`config.mk`:
```
export PLATFORM = sky130hd
export DESIGN_NAME = rv_core
export DESIGN_NICKNAME = d
export VERILOG_FILES = /design/src/hdl/core_pkg.sv /design/src/hdl/rv_isa_pkg.sv /design/src/hdl/alu.sv /design/src/hdl/instr_decoder.sv /design/src/hdl/pc_unit.sv /design/src/hdl/reg_file.sv /design/src/hdl/rv_core.sv
export VERILOG_INCLUDE_DIRS = /design/src /design/src/hdl
export SDC_FILE = /design/constraint.sdc
export NUM_CORES = 2
export LEC_CHECK = 0
export ABC_AREA = 0
export ABC_CLOCK_PERIOD_IN_PS = 70700
export BUFFER_PORTS_ARGS = -buffer_cell sky130_fd_sc_hd__buf_2
export CORE_MARGIN = 5
export CORE_UTILIZATION = 50
export DETAILED_ROUTE_END_ITERATION = 16
export HOLD_SLACK_MARGIN = 0.06
export PLACE_DENSITY = 0.66
export SYNTH_ARGS = -nofsm -noshare
export SYNTH_HDL_FRONTEND = slang
export SYNTH_SLANG_ARGS = --single-unit
```
`constraint.sdc`:
```
create_clock -name clk -period 70.7 [get_ports clk]
set_clock_uncertainty 0.15 [all_clocks]
set_input_delay 7.07 -clock clk [delete_from_list [all_inputs] [get_ports clk]]
set_output_delay 7.07 -clock clk [all_outputs]
set_load 0.05 [all_outputs]
```
`src/hdl/core_defines.svh`:
```
`ifndef CORE_DEFINES_SVH
`define CORE_DEFINES_SVH

// data path and address width of the RV32 core
`define XLEN 32

// architectural integer registers, x0 included
`define NUM_REGS 32

// bits needed to index one register
`define REG_ADDR_W 5

// first fetch address after reset
`define RESET_PC 32'h0000_0000

// the register file relies on this relation
// NUM_REGS == 2 ** REG_ADDR_W

// pc always advances in whole words
// instructions are 32 bits wide and aligned

`endif

```
`src/hdl/core_pkg.sv`:
```
package core_pkg;

  // operations the ALU can perform
  typedef enum logic [3:0] {
    alu_add,
    alu_sub,
    alu_sll,
    alu_slt,
    alu_sltu,
    alu_xor,
    alu_srl,
    alu_sra,
    alu_or,
    alu_and,
    // lui just forwards the immediate
    alu_pass_b
  } alu_op_e;

  // first ALU operand source, pc is used by auipc
  typedef enum logic {
    a_sel_reg,
    a_sel_pc
  } op_a_sel_e;

  // second ALU operand source
  typedef enum logic {
    b_sel_reg,
    b_sel_imm
  } op_b_sel_e;

endpackage

```
`src/hdl/rv_isa_pkg.sv`:
```
package rv_isa_pkg;

  // major opcodes of the supported subset
  typedef enum logic [6:0] {
    op_lui    = 7'b0110111,
    op_auipc  = 7'b0010111,
    op_branch = 7'b1100011,
    op_imm    = 7'b0010011,
    op_reg    = 7'b0110011,
    op_system = 7'b1110011
  } opcode_e;

  // funct3 of the ALU instructions, shared by the imm and reg forms
  localparam logic [2:0] f3_add_sub = 3'b000;
  localparam logic [2:0] f3_sll     = 3'b001;
  localparam logic [2:0] f3_slt     = 3'b010;
  localparam logic [2:0] f3_sltu    = 3'b011;
  localparam logic [2:0] f3_xor     = 3'b100;
  localparam logic [2:0] f3_srl_sra = 3'b101;
  localparam logic [2:0] f3_or      = 3'b110;
  localparam logic [2:0] f3_and     = 3'b111;

  // funct3 of the conditional branches
  localparam logic [2:0] f3_beq  = 3'b000;
  localparam logic [2:0] f3_bne  = 3'b001;
  localparam logic [2:0] f3_blt  = 3'b100;
  localparam logic [2:0] f3_bge  = 3'b101;
  localparam logic [2:0] f3_bltu = 3'b110;
  localparam logic [2:0] f3_bgeu = 3'b111;

  // funct7, alt selects sub and the arithmetic shift
  localparam logic [6:0] f7_base = 7'b0000000;
  localparam logic [6:0] f7_alt  = 7'b0100000;

  // ecall has every field besides the opcode at zero
  localparam logic [31:0] ecall_word = 32'h0000_0073;

  typedef struct packed {
    logic [6:0] funct7;
    logic [4:0] rs2;
    logic [4:0] rs1;
    logic [2:0] funct3;
    logic [4:0] rd;
    opcode_e    opcode;
  } r_fmt_t;

  typedef struct packed {
    logic [11:0] imm_11_0;
    logic [4:0]  rs1;
    logic [2:0]  funct3;
    logic [4:0]  rd;
    opcode_e     opcode;
  } i_fmt_t;

  // branch offset bits are scattered around the register fields
  typedef struct packed {
    logic       imm_12;
    logic [5:0] imm_10_5;
    logic [4:0] rs2;
    logic [4:0] rs1;
    logic [2:0] funct3;
    logic [3:0] imm_4_1;
    logic       imm_11;
    opcode_e    opcode;
  } b_fmt_t;

  typedef struct packed {
    logic [19:0] imm_31_12;
    logic [4:0]  rd;
    opcode_e     opcode;
  } u_fmt_t;

  // one instruction word, seen through each format
  typedef union packed {
    r_fmt_t r;
    i_fmt_t i;
    b_fmt_t b;
    u_fmt_t u;
  } insn_t;

endpackage

```
`src/hdl/alu.sv`:
```
`include "core_defines.svh"

module alu (
  input  core_pkg::alu_op_e op,
  input  logic [`XLEN-1:0]  a,
  input  logic [`XLEN-1:0]  b,
  output logic [`XLEN-1:0]  result
);
  import core_pkg::*;

  logic [$clog2(`XLEN)-1:0] shamt;
  logic                     lt_signed;
  logic                     lt_unsigned;

  // shifts only look at the low bits of b
  assign shamt = b[$clog2(`XLEN)-1:0];

  assign lt_signed   = $signed(a) < $signed(b);
  assign lt_unsigned = a < b;

  always_comb begin
    case (op)
      alu_add:    result = a + b;
      alu_sub:    result = a - b;
      alu_sll:    result = a << shamt;
      alu_slt:    result = {{(`XLEN-1){1'b0}}, lt_signed};
      alu_sltu:   result = {{(`XLEN-1){1'b0}}, lt_unsigned};
      alu_xor:    result = a ^ b;
      alu_srl:    result = a >> shamt;
      // keeps the sign bit of a
      alu_sra:    result = $signed(a) >>> shamt;
      alu_or:     result = a | b;
      alu_and:    result = a & b;
      alu_pass_b: result = b;
      default:    result = '0;
    endcase
  end

endmodule

```
`src/hdl/instr_decoder.sv`:
```
`include "core_defines.svh"

module instr_decoder (
  input  rv_isa_pkg::insn_t      insn,
  output logic [`REG_ADDR_W-1:0] rs1_addr,
  output logic [`REG_ADDR_W-1:0] rs2_addr,
  output logic [`REG_ADDR_W-1:0] rd_addr,
  output logic                   reg_write,
  output core_pkg::alu_op_e      alu_op,
  output core_pkg::op_a_sel_e    a_sel,
  output core_pkg::op_b_sel_e    b_sel,
  output logic [`XLEN-1:0]       imm,
  output logic                   is_branch,
  output logic [2:0]             branch_funct3,
  output logic                   halt
);
  import rv_isa_pkg::*;
  import core_pkg::*;

  logic [`XLEN-1:0] imm_i;
  logic [`XLEN-1:0] imm_b;
  logic [`XLEN-1:0] imm_u;

  // funct3 to ALU op, alt picks sub or sra
  function automatic alu_op_e funct_to_alu(input logic [2:0] f3, input logic alt);
    case (f3)
      f3_add_sub: funct_to_alu = alt ? alu_sub : alu_add;
      f3_sll:     funct_to_alu = alu_sll;
      f3_slt:     funct_to_alu = alu_slt;
      f3_sltu:    funct_to_alu = alu_sltu;
      f3_xor:     funct_to_alu = alu_xor;
      f3_srl_sra: funct_to_alu = alt ? alu_sra : alu_srl;
      f3_or:      funct_to_alu = alu_or;
      f3_and:     funct_to_alu = alu_and;
    endcase
  endfunction

  // register fields sit at the same bits in every format
  assign rs1_addr      = insn.r.rs1;
  assign rs2_addr      = insn.r.rs2;
  assign rd_addr       = insn.r.rd;
  assign branch_funct3 = insn.b.funct3;

  // sign-extended immediates
  assign imm_i = {{(`XLEN-12){insn.i.imm_11_0[11]}}, insn.i.imm_11_0};
  assign imm_b = {{(`XLEN-13){insn.b.imm_12}}, insn.b.imm_12, insn.b.imm_11,
                  insn.b.imm_10_5, insn.b.imm_4_1, 1'b0};
  assign imm_u = {insn.u.imm_31_12, 12'h000};

  always_comb begin
    reg_write = 1'b0;
    alu_op    = alu_add;
    a_sel     = a_sel_reg;
    b_sel     = b_sel_reg;
    imm       = imm_i;
    is_branch = 1'b0;
    halt      = 1'b0;

    case (insn.r.opcode)
      op_lui: begin
        reg_write = 1'b1;
        alu_op    = alu_pass_b;
        b_sel     = b_sel_imm;
        imm       = imm_u;
      end
      op_auipc: begin
        reg_write = 1'b1;
        a_sel     = a_sel_pc;
        b_sel     = b_sel_imm;
        imm       = imm_u;
      end
      op_branch: begin
        imm       = imm_b;
        // funct3 010 and 011 are not branches
        is_branch = insn.b.funct3[2:1] != 2'b01;
      end
      op_imm: begin
        b_sel  = b_sel_imm;
        alu_op = funct_to_alu(insn.i.funct3,
                              insn.i.funct3 == f3_srl_sra && insn.r.funct7 == f7_alt);
        // upper immediate bits of the shifts act as funct7
        case (insn.i.funct3)
          f3_sll:     reg_write = insn.r.funct7 == f7_base;
          f3_srl_sra: reg_write = insn.r.funct7 == f7_base || insn.r.funct7 == f7_alt;
          default:    reg_write = 1'b1;
        endcase
      end
      op_reg: begin
        alu_op    = funct_to_alu(insn.r.funct3, insn.r.funct7 == f7_alt);
        reg_write = insn.r.funct7 == f7_base ||
                    (insn.r.funct7 == f7_alt &&
                     (insn.r.funct3 == f3_add_sub || insn.r.funct3 == f3_srl_sra));
      end
      op_system: begin
        halt = insn == ecall_word;
      end
      default: begin
        // anything else falls through as a no-op
      end
    endcase
  end

endmodule

```
`src/hdl/pc_unit.sv`:
```
`include "core_defines.svh"

module pc_unit (
  input  logic             clk,
  input  logic             rst,
  input  logic [`XLEN-1:0] rs1_data,
  input  logic [`XLEN-1:0] rs2_data,
  input  logic [`XLEN-1:0] imm,
  input  logic             is_branch,
  input  logic             halt,
  input  logic [2:0]       branch_funct3,
  output logic [`XLEN-1:0] pc
);

  logic             eq;
  logic             lt;
  logic             ltu;
  logic             cond;
  logic             taken;
  logic [`XLEN-1:0] pc_next;

  assign eq  = rs1_data == rs2_data;
  assign lt  = $signed(rs1_data) < $signed(rs2_data);
  assign ltu = rs1_data < rs2_data;

  // funct3 bit 2 picks a compare over equality, bit 1 unsigned,
  // bit 0 inverts the outcome (bne, bge, bgeu)
  assign cond  = branch_funct3[2] ? (branch_funct3[1] ? ltu : lt) : eq;
  assign taken = is_branch && (cond ^ branch_funct3[0]);

  always_comb begin
    if (halt) begin
      // stay on the ecall
      pc_next = pc;
    end else if (taken) begin
      pc_next = pc + imm;
    end else begin
      pc_next = pc + 4;
    end
  end

  always_ff @(posedge clk or posedge rst) begin
    if (rst) begin
      pc <= `RESET_PC;
    end else begin
      pc <= pc_next;
    end
  end

endmodule

```
`src/hdl/reg_file.sv`:
```
`include "core_defines.svh"

module reg_file (
  input  logic                   clk,
  input  logic                   rst,
  input  logic [`REG_ADDR_W-1:0] rs1_addr,
  input  logic [`REG_ADDR_W-1:0] rs2_addr,
  input  logic [`REG_ADDR_W-1:0] rd_addr,
  input  logic                   we,
  input  logic [`XLEN-1:0]       rd_data,
  output logic [`XLEN-1:0]       rs1_data,
  output logic [`XLEN-1:0]       rs2_data
);

  logic [`XLEN-1:0] regs [`NUM_REGS];

  always_ff @(posedge clk or posedge rst) begin
    if (rst) begin
      for (int i = 0; i < `NUM_REGS; i++) begin
        regs[i] <= '0;
      end
    end else if (we && rd_addr != '0) begin
      // writes to x0 are dropped
      regs[rd_addr] <= rd_data;
    end
  end

  // combinational reads, x0 always zero
  assign rs1_data = (rs1_addr == '0) ? '0 : regs[rs1_addr];
  assign rs2_data = (rs2_addr == '0) ? '0 : regs[rs2_addr];

endmodule

```
`src/hdl/rv_core.sv`:
```
`include "core_defines.svh"

module rv_core (
  input  logic                   clk,
  input  logic                   rst,
  input  rv_isa_pkg::insn_t      insn,
  output logic [`XLEN-1:0]       pc,
  output logic                   halt,
  output logic                   wb_valid,
  output logic [`REG_ADDR_W-1:0] wb_rd,
  output logic [`XLEN-1:0]       wb_data
);
  import core_pkg::*;

  logic [`REG_ADDR_W-1:0] rs1_addr;
  logic [`REG_ADDR_W-1:0] rs2_addr;
  logic [`REG_ADDR_W-1:0] rd_addr;
  logic                   reg_write;
  alu_op_e                alu_op;
  op_a_sel_e              a_sel;
  op_b_sel_e              b_sel;
  logic [`XLEN-1:0]       imm;
  logic                   is_branch;
  logic [2:0]             branch_funct3;
  logic [`XLEN-1:0]       rs1_data;
  logic [`XLEN-1:0]       rs2_data;
  logic [`XLEN-1:0]       alu_a;
  logic [`XLEN-1:0]       alu_b;
  logic [`XLEN-1:0]       alu_result;

  instr_decoder u_dec (
    .insn          (insn),
    .rs1_addr      (rs1_addr),
    .rs2_addr      (rs2_addr),
    .rd_addr       (rd_addr),
    .reg_write     (reg_write),
    .alu_op        (alu_op),
    .a_sel         (a_sel),
    .b_sel         (b_sel),
    .imm           (imm),
    .is_branch     (is_branch),
    .branch_funct3 (branch_funct3),
    .halt          (halt)
  );

  reg_file u_rf (
    .clk      (clk),
    .rst      (rst),
    .rs1_addr (rs1_addr),
    .rs2_addr (rs2_addr),
    .rd_addr  (rd_addr),
    .we       (reg_write),
    .rd_data  (alu_result),
    .rs1_data (rs1_data),
    .rs2_data (rs2_data)
  );

  // operand muxes, pc for auipc and the immediate for I and U forms
  assign alu_a = (a_sel == a_sel_pc) ? pc : rs1_data;
  assign alu_b = (b_sel == b_sel_imm) ? imm : rs2_data;

  alu u_alu (
    .op     (alu_op),
    .a      (alu_a),
    .b      (alu_b),
    .result (alu_result)
  );

  pc_unit u_pc (
    .clk           (clk),
    .rst           (rst),
    .rs1_data      (rs1_data),
    .rs2_data      (rs2_data),
    .imm           (imm),
    .is_branch     (is_branch),
    .halt          (halt),
    .branch_funct3 (branch_funct3),
    .pc            (pc)
  );

  // trace shows the register file write as issued, x0 included
  assign wb_valid = reg_write;
  assign wb_rd    = rd_addr;
  assign wb_data  = alu_result;

endmodule

```
==> impl_metrics.json <==
{
  "clk-insertion-delay-late_ns": 0.79,
  "slew_headroom": -0.0790,
  "postSynthCellCount": 7211,
  "io_buffers": 104,
  "timing.rr.start": "u_rf.regs[960]",
  "p_per_area_nw_per_um2": 22.2,
  "setup_violations": 0,
  "grt_max_degree": 190,
  "p_int_w": 0.00112,
  "ctsHoldBuffers": 0,
  "comb_power_share": 0.218,
  "floorplan.rows": 136,
  "avgSynthCellArea_um2": 9.64,
  "ctsResizeCount": 0,
  "maxCapViolations": 1,
  "antenna_found_initial": 17,
  "core_area_um2": 138000,
  "setup_tns_ns": 0,
  "wirelength_mm": 304,
  "clk_pin_slew_ns": 0.06,
  "fin_crit_sh": 0.330,
  "fin_util": 0.546,
  "critPathKind": "in -> out",
  "hold_depth": 0,
  "fp.dieH_um": 383,
  "holdPathEnd": "u_rf.regs[992]",
  "timing.final.ws_setup_ns": 47.40,
  "crit_path_start_kind": "primary input",
  "rsz0062_at_grt": "no",
  "grt_pass1_wl_mm": 436,
  "ff2ff_setup_slack_ns": 63.21,
  "drt-vias-per-instance": 7.15,
  "ys.flop_type": "dfrtp_1",
  "drc": 0,
  "post_cts_buffers": 0,
  "violations": "capacitance limit, slew limit",
  "max_clock_freq_ghz": 0.0429,
  "drtAntennaViolNets": 0,
  "die_w_um": 383,
  "dieArea_um2": 147000,
  "synth_area_um2": 69500,
  "hpwlAfterDp_mm": 205,
  "place_congestion": 1.07,
  "status": "finished with violations",
  "final_nets": 7128,
  "grt_pass1_vias": 60411,
  "pwr-share-seq": 0.394,
  "worstPathRequired_ns": 63.48,
  "sw_frac_of_total": 0.332,
  "cts_tree": "yes",
  "ios": 105,
  "final-hold-violation-count": 0,
  "cts_max_path_buffers": 3,
  "h-tree-depth": 3,
  "dp_slack_ns": 47.54,
  "p_sw_w": 0.000556,
  "min_from": "u_rf.regs[992]",
  "drtIter0Drc": 9198,
  "yosysUniqueCellTypes": 106,
  "cp_max_fo": 46,
  "cp-startpoint": "insn[15]",
  "rr_endpoint": "u_rf.regs[373]",
  "cts_root_buf": "clkbuf_16",
  "syn_to_final_growth_pct": 8.27,
  "finalCriticalPeriod_ns": 23.30,
  "initial_utilization": 0.504,
  "drt_first_pass_iters": 6,
  "leakagePower_nw": 32.7,
  "ys_seq_elements": 1056,
  "drive_gt1_frac": 0.168,
  "worstMarginPinSlew_ns": 1.62,
  "ff2ff_path_depth": 23,
  "min_path_type": "reg -> reg",
  "cts_sinks": 1056,
  "wl_per_cell_um": 34.4,
  "yosysSeqAreaShare": 0.380,
  "syn_nets": 7412,
  "cp_data_arrival_time_ns": 16.08,
  "grt.total_usage": 0.406,
  "ys_warn_count": 0,
  "vias": 63132,
  "clkPwrFrac": 0.388,
  "cts_buffers": 112,
  "drv_slew": 8,
  "vdd.ir_drop.worst_mv": 0.0198,
  "synth_edf_count": 0,
  "async_reset_ff_frac": 1.00,
  "grt_overflow_total": 0,
  "crit_path_end_kind": "output pin"
}
stage by stage:
| stage | cell area, um2 | total power [W] | hold WS, ns | std cells |
|---|---|---|---|---|
| final | 75200 | 0.00167 | 0.225 | 8835 |
| after global routing | 75200 | 0.00172 | 0.236 | 8819 |
| after CTS | 75200 | 0.00166 | 0.228 | 8815 |
| after detailed placement | 71100 | 0.00102 | 0.216 | 8607 |
| after global placement | 71100 | 0.00102 | 0.215 | 8607 |
| after floorplan | 69500 | 0.000890 | 0.275 | 7211 |
state kept, by name (all words and copies together) (netlist names):
register and count:
u_rf.regs 1024, u_pc.pc 32
how the worst max path moves through the flow:
stage,end,slack (ns),cells past startpoint
3_5_place_dp,wb_data[19],47.54,22
2_1_floorplan,u_pc.pc[0],33.76,1
6_report,wb_data[19],47.40,22
3_3_place_gp,wb_data[19],47.71,22
4_1_cts,wb_data[19],47.52,22
5_1_grt,wb_data[19],47.03,22
cell families (layout without fill, tap and decap cells):
kind of cell | after synthesis | in the layout | synth area share
AND/OR/NAND/NOR | 2126 | 2126 | 0.132
adder cells (fa/ha/maj) | 167 | 167 | 0.0304
other | 0 | 20 | 0
AO/OA/AOI/OAI | 2124 | 2124 | 0.198
flip-flops | 1056 | 1056 | 0.380
buffers and inverters | 894 | 704 | 0.0618
multiplexers | 799 | 799 | 0.192
XOR/XNOR | 45 | 45 | 0.00567
area by class of cell:
cell class,instances,area (um2)
Tap cell,1794,2240
Clock inverter,45,737
Clock buffer,163,3350
Sequential cell,1056,26400
Fill cell,12295,62600
Multi-Input combinational cell,5261,39500
Inverter,170,647
Antenna cell,20,50.0
Timing Repair Buffer,326,2320
layer usage:
metal | global-route usage | vias to the layer above | wire, um
met5 | 0.00298 | - | 71
met4 | 0.249 | 6 | 22900
met3 | 0.122 | 1016 | 36600
met2 | 0.588 | 4320 | 128000
met1 | 0.536 | 31590 | 116000
li1 | - | 26200 | -
cell usage after synthesis, types with 16 or more instances:
cell type,number,share of area
inv_1,158,0.0085
a21oi_1,583,0.042
a32o_1,27,0.0039
o21bai_1,16,0.0017
nand3_1,93,0.0067
nor2_1,931,0.050
buf_1,36,0.0019
a21oi_2,31,0.0039
a211oi_1,59,0.0064
dfrtp_1,1056,0.38
nor4_1,51,0.0046
o21a_1,21,0.0023
nand2_1,694,0.037
o31ai_1,26,0.0028
buf_6,26,0.0042
a22o_1,44,0.0055
buf_2,133,0.0096
mux4_2,402,0.13
o22a_1,41,0.0052
o211ai_1,63,0.0068
clkbuf_1,407,0.022
nor2b_1,32,0.0029
o22ai_1,80,0.0072
a22oi_1,66,0.0071
ha_1,164,0.030
o32ai_1,67,0.0084
o21ai_1,70,0.0050
o21ai_0,431,0.031
a31oi_1,186,0.017
or3_1,38,0.0034
buf_4,53,0.0057
nor3_1,88,0.0063
dlygate4sd1_1,40,0.0050
a2111o_1,32,0.0052
mux2i_1,302,0.044
mux2_2,81,0.013
and3_1,53,0.0048
a21o_1,57,0.0062
xnor2_1,35,0.0044
a221oi_1,41,0.0052
nand2b_1,19,0.0017
nand4_1,52,0.0047
o221ai_1,39,0.0049
cells in the final DEF (no fill, tap or decap), types with 36 or more instances in the layout:
cell type  count
dfrtp_1     1056
nor2_1       895
nand2_1      693
a21oi_1      579
o21ai_0      429
mux4_2       402
mux2i_1      301
buf_4        218
a31oi_1      183
ha_1         164
inv_1        156
clkbuf_16    113
buf_2         97
nand3_1       92
nor3_1        83
mux2_2        81
o22ai_1       78
o21ai_1       67
a22oi_1       66
o32ai_1       66
o211ai_1      63
a211oi_1      58
a21o_1        57
nand4_1       52
and3_1        52
nor4_1        49
a22o_1        44
o22a_1        41
a221oi_1      40
o221ai_1      39
or3_1         36
worst max-delay path, stage by stage:
cell and delay (ns):
buf_8 0.27, buf_4 0.55, buf_4 0.69, buf_4 0.83, mux4_2 0.59, a22oi_1 0.20, nand4_1 0.34, a32o_1 0.58
ha_1 0.53, or4_1 0.53, o311ai_0 0.10, a21oi_1 0.20, a2111oi_1 0.83, buf_4 0.25, o41ai_1 0.14, a211oi_1 0.38
o22ai_1 0.15, xnor2_1 0.18, a2111oi_4 0.39, buf_4 0.42, inv_1 0.27, buf_2 0.28
power groups by stage:
stage / sequential [W] / combinational [W] / clock, W
after global routing: 0.000660 / 0.000382 / 0.000677
after floorplan: 0.000668 / 0.000223 / 0
after CTS: 0.000657 / 0.000354 / 0.000654
after global placement: 0.000667 / 0.000351 / 0
final: 0.000660 / 0.000365 / 0.000649
after detailed placement: 0.000668 / 0.000353 / 0
Note: power is estimated with default switching activity, not from simulation.
